[src/rtl/bridge_cfg.svh]
`ifndef BRIDGE_CFG_SVH
`define BRIDGE_CFG_SVH

// Command byte codes.
`define CMD_NOP   8'd0
`define CMD_READ  8'd1
`define CMD_WRITE 8'd2

`define REG_COUNT 16        // 16-bit registers in the file.

`define NOP_RESET_COUNT 16  // Consecutive NOPs for a soft reset.

`define BANNER_LEN 4        // "mon" plus newline.

`endif

[src/rtl/bridge_pkg.sv]
package bridge_pkg;

  // ============================================================
  // Parser to requester
  // ============================================================

  typedef struct packed {
    logic        write;
    logic [31:0] addr;
    logic [15:0] wdata;
  } cmd_t;

  // ============================================================
  // APB
  // ============================================================

  typedef struct packed {
    logic        psel;
    logic        penable;
    logic        pwrite;
    logic [31:0] paddr;
    logic [15:0] pwdata;
  } apb_req_t;

  typedef struct packed {
    logic        pready;
    logic [15:0] prdata;
  } apb_rsp_t;

endpackage

[src/rtl/apb_reg_file.sv]
`timescale 1ns/1ps

`include "bridge_cfg.svh"

module apb_reg_file (
  input  logic                 clk,
  input  logic                 reset,
  input  logic                 soft_rst_i,
  input  bridge_pkg::apb_req_t apb_req_i,
  output bridge_pkg::apb_rsp_t apb_rsp_o
);

  localparam int IDX_W = $clog2(`REG_COUNT);

  logic [15:0]      regs_q [`REG_COUNT];
  logic             wait_q;  // First access cycle done.
  logic             access;
  logic             ready;
  logic [IDX_W-1:0] idx;

  assign access = apb_req_i.psel && apb_req_i.penable;
  assign ready  = access && wait_q;
  assign idx    = apb_req_i.paddr[IDX_W-1:0];  // Upper address bits ignored.

  assign apb_rsp_o.pready = ready;
  assign apb_rsp_o.prdata = regs_q[idx];

  // One wait state per access.
  always_ff @(posedge clk) begin
    if (reset) begin
      wait_q <= 1'b0;
    end else begin
      wait_q <= access && !wait_q;
    end
  end

  always_ff @(posedge clk) begin
    if (reset || soft_rst_i) begin
      for (int i = 0; i < `REG_COUNT; i++) begin
        regs_q[i] <= '0;
      end
    end else if (ready && apb_req_i.pwrite) begin
      regs_q[idx] <= apb_req_i.pwdata;
    end
  end

endmodule

[src/rtl/apb_requester.sv]
`timescale 1ns/1ps

module apb_requester (
  input  logic                 clk,
  input  logic                 reset,
  input  logic                 cmd_valid_i,
  input  bridge_pkg::cmd_t     cmd_i,
  input  bridge_pkg::apb_rsp_t apb_rsp_i,
  input  logic                 rsp_ready_i,
  output logic                 cmd_ready_o,
  output bridge_pkg::apb_req_t apb_req_o,
  output logic                 rsp_valid_o,
  output logic [15:0]          rsp_data_o
);

  import bridge_pkg::*;

  typedef enum logic [1:0] {
    IDLE,
    SETUP,
    ACCESS,
    HANDOFF
  } state_t;

  state_t      state_q;
  cmd_t        cmd_q;
  logic [15:0] rdata_q;

  always_ff @(posedge clk) begin
    if (reset) begin
      state_q <= IDLE;
    end else begin
      case (state_q)
        IDLE:   if (cmd_valid_i) state_q <= SETUP;
        SETUP:  state_q <= ACCESS;
        ACCESS: begin
          if (apb_rsp_i.pready) begin
            state_q <= cmd_q.write ? IDLE : HANDOFF;
          end
        end
        HANDOFF: if (rsp_ready_i) state_q <= IDLE;  // Sender took the word.
        default: state_q <= IDLE;
      endcase
    end
  end

  always_ff @(posedge clk) begin
    if (state_q == IDLE && cmd_valid_i) begin
      cmd_q <= cmd_i;
    end
    if (state_q == ACCESS && apb_rsp_i.pready && !cmd_q.write) begin
      rdata_q <= apb_rsp_i.prdata;
    end
  end

  // New commands only while idle.
  assign cmd_ready_o = (state_q == IDLE);

  assign apb_req_o.psel    = (state_q == SETUP) || (state_q == ACCESS);
  assign apb_req_o.penable = (state_q == ACCESS);
  assign apb_req_o.pwrite  = cmd_q.write;
  assign apb_req_o.paddr   = cmd_q.addr;
  assign apb_req_o.pwdata  = cmd_q.wdata;

  assign rsp_valid_o = (state_q == HANDOFF);
  assign rsp_data_o  = rdata_q;

endmodule

[src/rtl/bridge_top.sv]
`timescale 1ns/1ps

module bridge_top (
  input  logic       clk,
  input  logic       reset,
  input  logic       rx_valid_i,
  input  logic [7:0] rx_data_i,
  input  logic       tx_busy_i,
  output logic       rx_busy_o,
  output logic       tx_valid_o,
  output logic [7:0] tx_data_o,
  output logic       soft_reset_o
);

  import bridge_pkg::*;

  cmd_t        cmd;
  logic        cmd_valid;
  logic        cmd_ready;
  apb_req_t    apb_req;
  apb_rsp_t    apb_rsp;
  logic        rsp_valid;
  logic        rsp_ready;
  logic [15:0] rsp_data;

  cmd_parser u_parser (
    .clk         (clk),
    .reset       (reset),
    .rx_valid_i  (rx_valid_i),
    .rx_data_i   (rx_data_i),
    .cmd_ready_i (cmd_ready),
    .rx_busy_o   (rx_busy_o),
    .cmd_valid_o (cmd_valid),
    .cmd_o       (cmd),
    .soft_rst_o  (soft_reset_o)
  );

  apb_requester u_requester (
    .clk         (clk),
    .reset       (reset),
    .cmd_valid_i (cmd_valid),
    .cmd_i       (cmd),
    .apb_rsp_i   (apb_rsp),
    .rsp_ready_i (rsp_ready),
    .cmd_ready_o (cmd_ready),
    .apb_req_o   (apb_req),
    .rsp_valid_o (rsp_valid),
    .rsp_data_o  (rsp_data)
  );

  resp_sender u_sender (
    .clk         (clk),
    .reset       (reset),
    .tx_busy_i   (tx_busy_i),
    .rsp_valid_i (rsp_valid),
    .rsp_data_i  (rsp_data),
    .rsp_ready_o (rsp_ready),
    .tx_valid_o  (tx_valid_o),
    .tx_data_o   (tx_data_o)
  );

  // Soft reset clears the register file.
  apb_reg_file u_reg_file (
    .clk        (clk),
    .reset      (reset),
    .soft_rst_i (soft_reset_o),
    .apb_req_i  (apb_req),
    .apb_rsp_o  (apb_rsp)
  );

endmodule

[src/rtl/cmd_parser.sv]
`timescale 1ns/1ps

`include "bridge_cfg.svh"

module cmd_parser (
  input  logic             clk,
  input  logic             reset,
  input  logic             rx_valid_i,
  input  logic [7:0]       rx_data_i,
  input  logic             cmd_ready_i,
  output logic             rx_busy_o,
  output logic             cmd_valid_o,
  output bridge_pkg::cmd_t cmd_o,
  output logic             soft_rst_o
);

  localparam int NOP_W = $clog2(`NOP_RESET_COUNT);

  typedef enum logic [1:0] {
    COMMAND,
    ADDRESS,
    DATA
  } state_t;

  state_t           state_q;
  logic [1:0]       byte_q;     // Byte position within address or data.
  logic [NOP_W-1:0] nop_cnt_q;
  logic             accept;

  // Bytes offered while a command is pending are dropped.
  assign accept    = rx_valid_i && !cmd_valid_o;
  assign rx_busy_o = cmd_valid_o;

  // ============================================================
  // Control
  // ============================================================

  always_ff @(posedge clk) begin
    if (reset) begin
      state_q     <= COMMAND;
      byte_q      <= 2'd0;
      nop_cnt_q   <= '0;
      cmd_valid_o <= 1'b0;
      soft_rst_o  <= 1'b0;
    end else begin
      soft_rst_o <= 1'b0;
      if (cmd_valid_o && cmd_ready_i) begin
        cmd_valid_o <= 1'b0;
      end
      if (accept) begin
        case (state_q)
          COMMAND: begin
            byte_q <= 2'd0;
            case (rx_data_i)
              `CMD_READ, `CMD_WRITE: begin
                nop_cnt_q <= '0;
                state_q   <= ADDRESS;
              end
              `CMD_NOP: begin
                if (nop_cnt_q == NOP_W'(`NOP_RESET_COUNT - 1)) begin
                  soft_rst_o <= 1'b1;
                  nop_cnt_q  <= '0;
                end else begin
                  nop_cnt_q <= nop_cnt_q + 1'b1;
                end
              end
              default: nop_cnt_q <= '0;  // Unknown byte breaks the NOP run.
            endcase
          end
          ADDRESS: begin
            byte_q <= byte_q + 1'b1;
            if (byte_q == 2'd3) begin
              if (cmd_o.write) begin
                state_q <= DATA;
              end else begin
                state_q     <= COMMAND;
                cmd_valid_o <= 1'b1;
              end
            end
          end
          DATA: begin
            byte_q <= byte_q + 1'b1;
            if (byte_q[0]) begin
              state_q     <= COMMAND;
              cmd_valid_o <= 1'b1;
            end
          end
          default: state_q <= COMMAND;
        endcase
      end
    end
  end

  // ============================================================
  // Command payload, low byte first
  // ============================================================

  always_ff @(posedge clk) begin
    if (accept) begin
      case (state_q)
        COMMAND: cmd_o.write <= (rx_data_i == `CMD_WRITE);
        ADDRESS: cmd_o.addr[8*byte_q +: 8] <= rx_data_i;
        DATA:    cmd_o.wdata[8*byte_q[0] +: 8] <= rx_data_i;
        default: ;
      endcase
    end
  end

endmodule

[src/rtl/resp_sender.sv]
`timescale 1ns/1ps

`include "bridge_cfg.svh"

module resp_sender (
  input  logic        clk,
  input  logic        reset,
  input  logic        tx_busy_i,
  input  logic        rsp_valid_i,
  input  logic [15:0] rsp_data_i,
  output logic        rsp_ready_o,
  output logic        tx_valid_o,
  output logic [7:0]  tx_data_o
);

  localparam int CNT_W = $clog2(`BANNER_LEN);
  localparam logic [CNT_W-1:0] LAST_IDX = CNT_W'(`BANNER_LEN - 1);

  localparam logic [7:0] BANNER_TEXT [`BANNER_LEN] = '{"m", "o", "n", 8'h0a};

  typedef enum logic [1:0] {
    BANNER,
    IDLE,
    SEND
  } state_t;

  state_t           state_q;
  logic [CNT_W-1:0] cnt_q;
  logic             hi_q;      // High byte is next.
  logic [15:0]      word_q;
  logic             can_send;

  // Gap cycle after every byte.
  assign can_send    = !tx_busy_i && !tx_valid_o;
  assign rsp_ready_o = (state_q == IDLE);

  always_ff @(posedge clk) begin
    if (reset) begin
      state_q    <= BANNER;
      cnt_q      <= '0;
      hi_q       <= 1'b0;
      tx_valid_o <= 1'b0;
    end else begin
      tx_valid_o <= 1'b0;
      case (state_q)
        BANNER: begin
          if (can_send) begin
            tx_valid_o <= 1'b1;
            cnt_q      <= cnt_q + 1'b1;
            if (cnt_q == LAST_IDX) state_q <= IDLE;
          end
        end
        IDLE: begin
          if (rsp_valid_i) begin
            state_q <= SEND;
            hi_q    <= 1'b0;
          end
        end
        SEND: begin
          if (can_send) begin
            tx_valid_o <= 1'b1;
            hi_q       <= 1'b1;
            if (hi_q) state_q <= IDLE;
          end
        end
        default: state_q <= IDLE;
      endcase
    end
  end

  always_ff @(posedge clk) begin
    if (state_q == IDLE && rsp_valid_i) begin
      word_q <= rsp_data_i;
    end
    if (can_send) begin
      if (state_q == BANNER) begin
        tx_data_o <= BANNER_TEXT[cnt_q];
      end else if (state_q == SEND) begin
        tx_data_o <= hi_q ? word_q[15:8] : word_q[7:0];  // Low byte first.
      end
    end
  end

endmodule

[config.mk]
export PLATFORM = sky130hd
export DESIGN_NAME = bridge_top
export DESIGN_NICKNAME = d
export VERILOG_FILES = /design/src/rtl/bridge_pkg.sv /design/src/rtl/apb_reg_file.sv /design/src/rtl/apb_requester.sv /design/src/rtl/bridge_top.sv /design/src/rtl/cmd_parser.sv /design/src/rtl/resp_sender.sv
export VERILOG_INCLUDE_DIRS = /design/src /design/src/rtl
export SDC_FILE = /design/constraint.sdc
export NUM_CORES = 1
export LEC_CHECK = 0
export BUFFER_PORTS_ARGS = -buffer_cell sky130_fd_sc_hd__buf_2
export CAP_MARGIN = 20
export CORE_ASPECT_RATIO = 1.5
export CORE_MARGIN = 3
export CORE_UTILIZATION = 35
export DETAILED_ROUTE_END_ITERATION = 8
export SLEW_MARGIN = 20
export SYNTH_ARGS = -nofsm -noshare
export SYNTH_HDL_FRONTEND = slang
export SYNTH_SLANG_ARGS = --single-unit
[constraint.sdc]
create_clock -name clk -period 4.1 [get_ports clk]
set_input_delay 1.23 -clock clk [delete_from_list [all_inputs] [get_ports clk]]
set_output_delay 1.23 -clock clk [all_outputs]
set_load 0.005 [all_outputs]
==> reports/summary.json <==
{
  "run_status": {"value": "finished, final reports clean"},
  "worstPathMaxFanout": {"value": 23},
  "total_of_fill_cells_in_the_finished_design": {"value": 3831},
  "worst_path_largest_cell_delay": {"value": 500, "unit": "ps"},
  "detail_route.iter0.violations": {"value": 862},
  "final_layout_size_suffix_gt1_share": {"value": 18.6, "unit": "%"},
  "setup_viol": {"value": 0},
  "detail_route.first_pass.iterations": {"value": 7},
  "seq_area_frac_synth": {"value": 70.8, "unit": "%"},
  "kind_of_cell_adding_the_most_delay_to_the_critical_path": {"value": "simple AND/OR/NAND/NOR gates"},
  "number_of_levels_the_h_tree_was_split_into": {"value": 2},
  "worstPathBufferInverterCount": {"value": 2},
  "worst_slack": {"value": 1310, "unit": "ps"},
  "power.clock.fraction": {"value": 43.2, "unit": "%"},
  "slew_viol_final": {"value": 0},
  "drt_drc_violations_left": {"value": 0},
  "multi_input_gate_area": {"value": 0.00410, "unit": "mm²"},
  "n_antenna_cell": {"value": 0},
  "timing.rr.start": {"value": "u_requester.apb_req_o[16]$_DFFE_PP_"},
  "ir_worst_vdd": {"value": 0.000233, "unit": "V"},
  "final_non_filler_cell_total": {"value": 1652},
  "cts_tree": {"value": "done"},
  "dp_slack": {"value": 785, "unit": "ps"},
  "io_pins": {"value": 23},
  "async_flop_share": {"value": 0, "unit": "%"},
  "floorplan.die.height": {"value": 259, "unit": "µm"},
  "worst_slew_pin_slew": {"value": 864, "unit": "ps"},
  "grt_setup_unrepaired": {"value": "no"},
  "io_buffer_count": {"value": 22},
  "clk_pin_slew": {"value": 60, "unit": "ps"},
  "ys_warn_count": {"value": 0},
  "critical_path_arrival": {"value": 3010, "unit": "ps"},
  "timing.critical_path.cells": {"value": "buf_2 -> nor2_2 -> and3_1 -> nand2_2 -> o21ai_2 -> buf_4"},
  "coreArea": {"value": 0.0416, "unit": "mm²"},
  "post_route_fraction_of_the_period_consumed_by_the_critical_path": {"value": 68.1, "unit": "%"},
  "cell_area_after_synthesis": {"value": 0.0149, "unit": "mm²"},
  "critical_path.endpoint": {"value": "u_reg_file.regs_q[11][13]$_SDFFCE_PN0P_"},
  "num_rows": {"value": 91},
  "antenna_violating_nets_post_route": {"value": 0},
  "final_net_count": {"value": 1090},
  "r2r_cells": {"value": 4},
  "power.share.combinational": {"value": 2.5, "unit": "%"},
  "switching_share": {"value": 19.8, "unit": "%"},
  "hpwl": {"value": 28700, "unit": "µm"},
  "seqPwrFrac": {"value": 54.3, "unit": "%"},
  "fin_worst_hold_slack": {"value": 417, "unit": "ps"},
  "synth_cells": {"value": 1033},
  "required": {"value": 4310, "unit": "ps"},
  "route.vias.total": {"value": 8695},
  "holdCritPathClass": {"value": "flop to flop"},
  "setup_tns_final": {"value": 0, "unit": "ps"},
  "worstSetupStartpointType": {"value": "input port"},
  "synth_top_flop_cell": {"value": "edfxtp_1"},
  "p_leak": {"value": 5.59, "unit": "nW"},
  "drt_wl_total": {"value": 40100, "unit": "µm"},
  "area_added_between_synthesis_and_finish": {"value": 14.0, "unit": "%"},
  "slew-limit-headroom": {"value": 42.4, "unit": "%"},
  "tritoncts.num_buffers": {"value": 36},
  "cts_hold_buf": {"value": 0},
  "end_kind": {"value": "flop"},
  "pin_count_of_the_biggest_net_entering_global_routing": {"value": 57},
  "ys_seq_elements": {"value": 357},
  "synth.lib_cells_used.distinct": {"value": 43},
  "start_util": {"value": 35.8, "unit": "%"},
  "max_clock_freq": {"value": 358, "unit": "MHz"},
  "worst_setup_path_startpoint": {"value": "reset"},
  "placed_area": {"value": 0.0158, "unit": "mm²"},
  "area.sequential": {"value": 0.0105, "unit": "mm²"},
  "final_area": {"value": 0.0170, "unit": "mm²"},
  "post_cts_buffers": {"value": 0},
  "dieArea": {"value": 0.0451, "unit": "mm²"},
  "clock-sinks": {"value": 357},
  "final_wtd_congestion": {"value": 0.853},
  "cpMaxStageDelayCell": {"value": "o21ai_2"},
  "chipWidth": {"value": 174, "unit": "µm"},
  "cap_viol_max_count": {"value": 0},
  "critical_path_depth": {"value": 6},
  "report.final.hold_viol_count": {"value": 0},
  "worst_r2r_endpoint": {"value": "u_requester.rsp_data_o[3]$_DFFE_PP_"},
  "regToRegSetupSlack": {"value": 1480, "unit": "ps"},
  "period_needed": {"value": 2790, "unit": "ps"},
  "detail_route.wl_per_cell": {"value": 24.3, "unit": "µm"},
  "worst-setup-path-type": {"value": "input port to flop"},
  "antenna_found_initial": {"value": 0},
  "synth_nets": {"value": 1055},
  "ctsResizeCount": {"value": 0},
  "placed_cells": {"value": 1588},
  "powerDensity": {"value": 445, "unit": "mW/mm²"},
  "cts.path.max_buffers": {"value": 3},
  "ctsRootBufferMaster": {"value": "clkbuf_16"},
  "global_route_wire_length_before_repair": {"value": 58500, "unit": "µm"},
  "clk-insertion-delay-late": {"value": 530, "unit": "ps"},
  "synth_edf_count": {"value": 338},
  "viasPerCell": {"value": 5.26},
  "syn-mean-instance-area": {"value": 14.4, "unit": "µm²"},
  "first_global_vias": {"value": 8986},
  "intPower": {"value": 0.00605, "unit": "W"},
  "fin_worst_skew": {"value": 19.5, "unit": "ps"},
  "grt_remaining_overflow": {"value": 0},
  "grt_usage": {"value": 17.9, "unit": "%"},
  "switchingPower": {"value": 0.00149, "unit": "W"}
}
==> cell usage in the layout (no fill, tap or decap), drive strengths merged, types with 2 or more instances in the layout <==
| cell | instances |
|---|---|
| and2 | 15 |
| ha | 10 |
| o21ai | 22 |
| nand2b | 5 |
| a22oi | 32 |
| mux2i | 9 |
| o211ai | 2 |
| nand2 | 95 |
| dfxtp | 19 |
| clkbuf | 52 |
| nand4b | 2 |
| mux4 | 64 |
| buf | 63 |
| nor4b | 2 |
| nor3b | 2 |
| inv | 12 |
| a21oi | 17 |
| a211oi | 2 |
| nor3 | 6 |
| nor2 | 270 |
| edfxtp | 338 |
| nand3b | 2 |
| clkinv | 7 |
| nor2b | 18 |
| or2 | 2 |
| nor4 | 2 |
| and3 | 3 |
| nand3 | 6 |
| bufinv | 4 |
==> sequential cells by signal, summed over array words and instances, names as in the netlist <==
signal and cells:
u_parser.byte_q 2, u_parser.cmd_o 21, u_parser.cmd_valid_o 1, u_parser.nop_cnt_q 4
u_parser.soft_rst_o 1, u_parser.state_q 2, u_reg_file.regs_q 256, u_reg_file.wait_q 1
u_requester.apb_req_o 21, u_requester.rsp_data_o 16, u_requester.state_q 2, u_sender.cnt_q 2
u_sender.hi_q 1, u_sender.state_q 2, u_sender.tx_data_o 8, u_sender.tx_valid_o 1
u_sender.word_q 16
==> through the flow <==
step	power [W]	util, %
final	0.00754	40.8
after global routing	0.00776	40.8
after CTS	0.00759	40.8
after detailed placement	0.00436	38.0
after global placement	0.00435	38.0
after floorplan	0.00426	-
==> Yosys cell counts, drive strengths merged (2+ instances only) <==
library cell	n	area share, %
nand4b	2	0.12
buf	32	1.1
o211ai	2	0.10
mux4	64	9.7
nand2b	5	0.21
inv	11	0.28
nor4b	2	0.22
nor3	6	0.20
nand3	6	0.20
ha	10	0.84
clkbuf	34	0.86
and2	15	0.63
mux2i	9	0.61
nor3b	2	0.10
or2	2	0.084
o21ai	22	0.74
nor2	270	6.8
nand2	95	2.4
dfxtp	19	2.6
a21oi	17	0.57
nand3b	2	0.10
a22oi	32	1.6
a211oi	2	0.10
edfxtp	338	68
nor2b	18	0.76
nor4	2	0.084
and3	3	0.13
==> worst min-delay path by stage <==
stage	from	to	slack, ps	cells after the start
2_1_floorplan	u_parser.cmd_o[0]$_DFFE_PP_	u_requester.apb_req_o[0]$_DFFE_PP_	400	0
3_3_place_gp	u_parser.cmd_o[2]$_DFFE_PP_	u_requester.apb_req_o[2]$_DFFE_PP_	400	0
3_5_place_dp	u_parser.cmd_o[10]$_DFFE_PP_	u_requester.apb_req_o[10]$_DFFE_PP_	400	0
4_1_cts	u_parser.cmd_o[10]$_DFFE_PP_	u_requester.apb_req_o[10]$_DFFE_PP_	420	0
5_1_grt	u_parser.cmd_o[17]$_DFFE_PP_	u_requester.apb_req_o[17]$_DFFE_PP_	430	0
6_report	u_parser.cmd_o[10]$_DFFE_PP_	u_requester.apb_req_o[10]$_DFFE_PP_	420	0
==> routing by layer <==
metal	track usage [%]	part of all wire (%)
met1	19.3	34
met2	32.9	54
met3	2.18	5.0
met4	11.4	7.1
met5	0	0
==> cell type report <==
class,instances,share of cell area [%]
Tap cell,558,4.12
Inverter,11,0.243
Sequential cell,357,62.1
Clock buffer,52,5.78
Timing Repair Buffer,63,2.61
Clock inverter,12,0.996
Multi-Input combinational cell,599,24.2
==> power groups by stage <==
stage	registers (W)	clock network, W	logic, W
detailed placement	0.00417	0	0.000191
floorplan	0.00416	0	0.000102
finish	0.00410	0.00326	0.000190
global placement	0.00417	0	0.000187
CTS	0.00410	0.00330	0.000191
global route	0.00410	0.00346	0.000201
==> kinds of logic after synthesis <==
family / count (synthesis) / share of synthesized area, %
AO/OA/AOI/OAI: 81 / 3.45
XOR/XNOR: 2 / 0.118
flip-flops: 357 / 70.8
multiplexers: 73 / 10.3
buffers and inverters: 77 / 2.28
AND/OR/NAND/NOR: 433 / 12.3
adder cells (fa/ha/maj): 10 / 0.841
No activity file was read; power rests on OpenSTA's default activity.
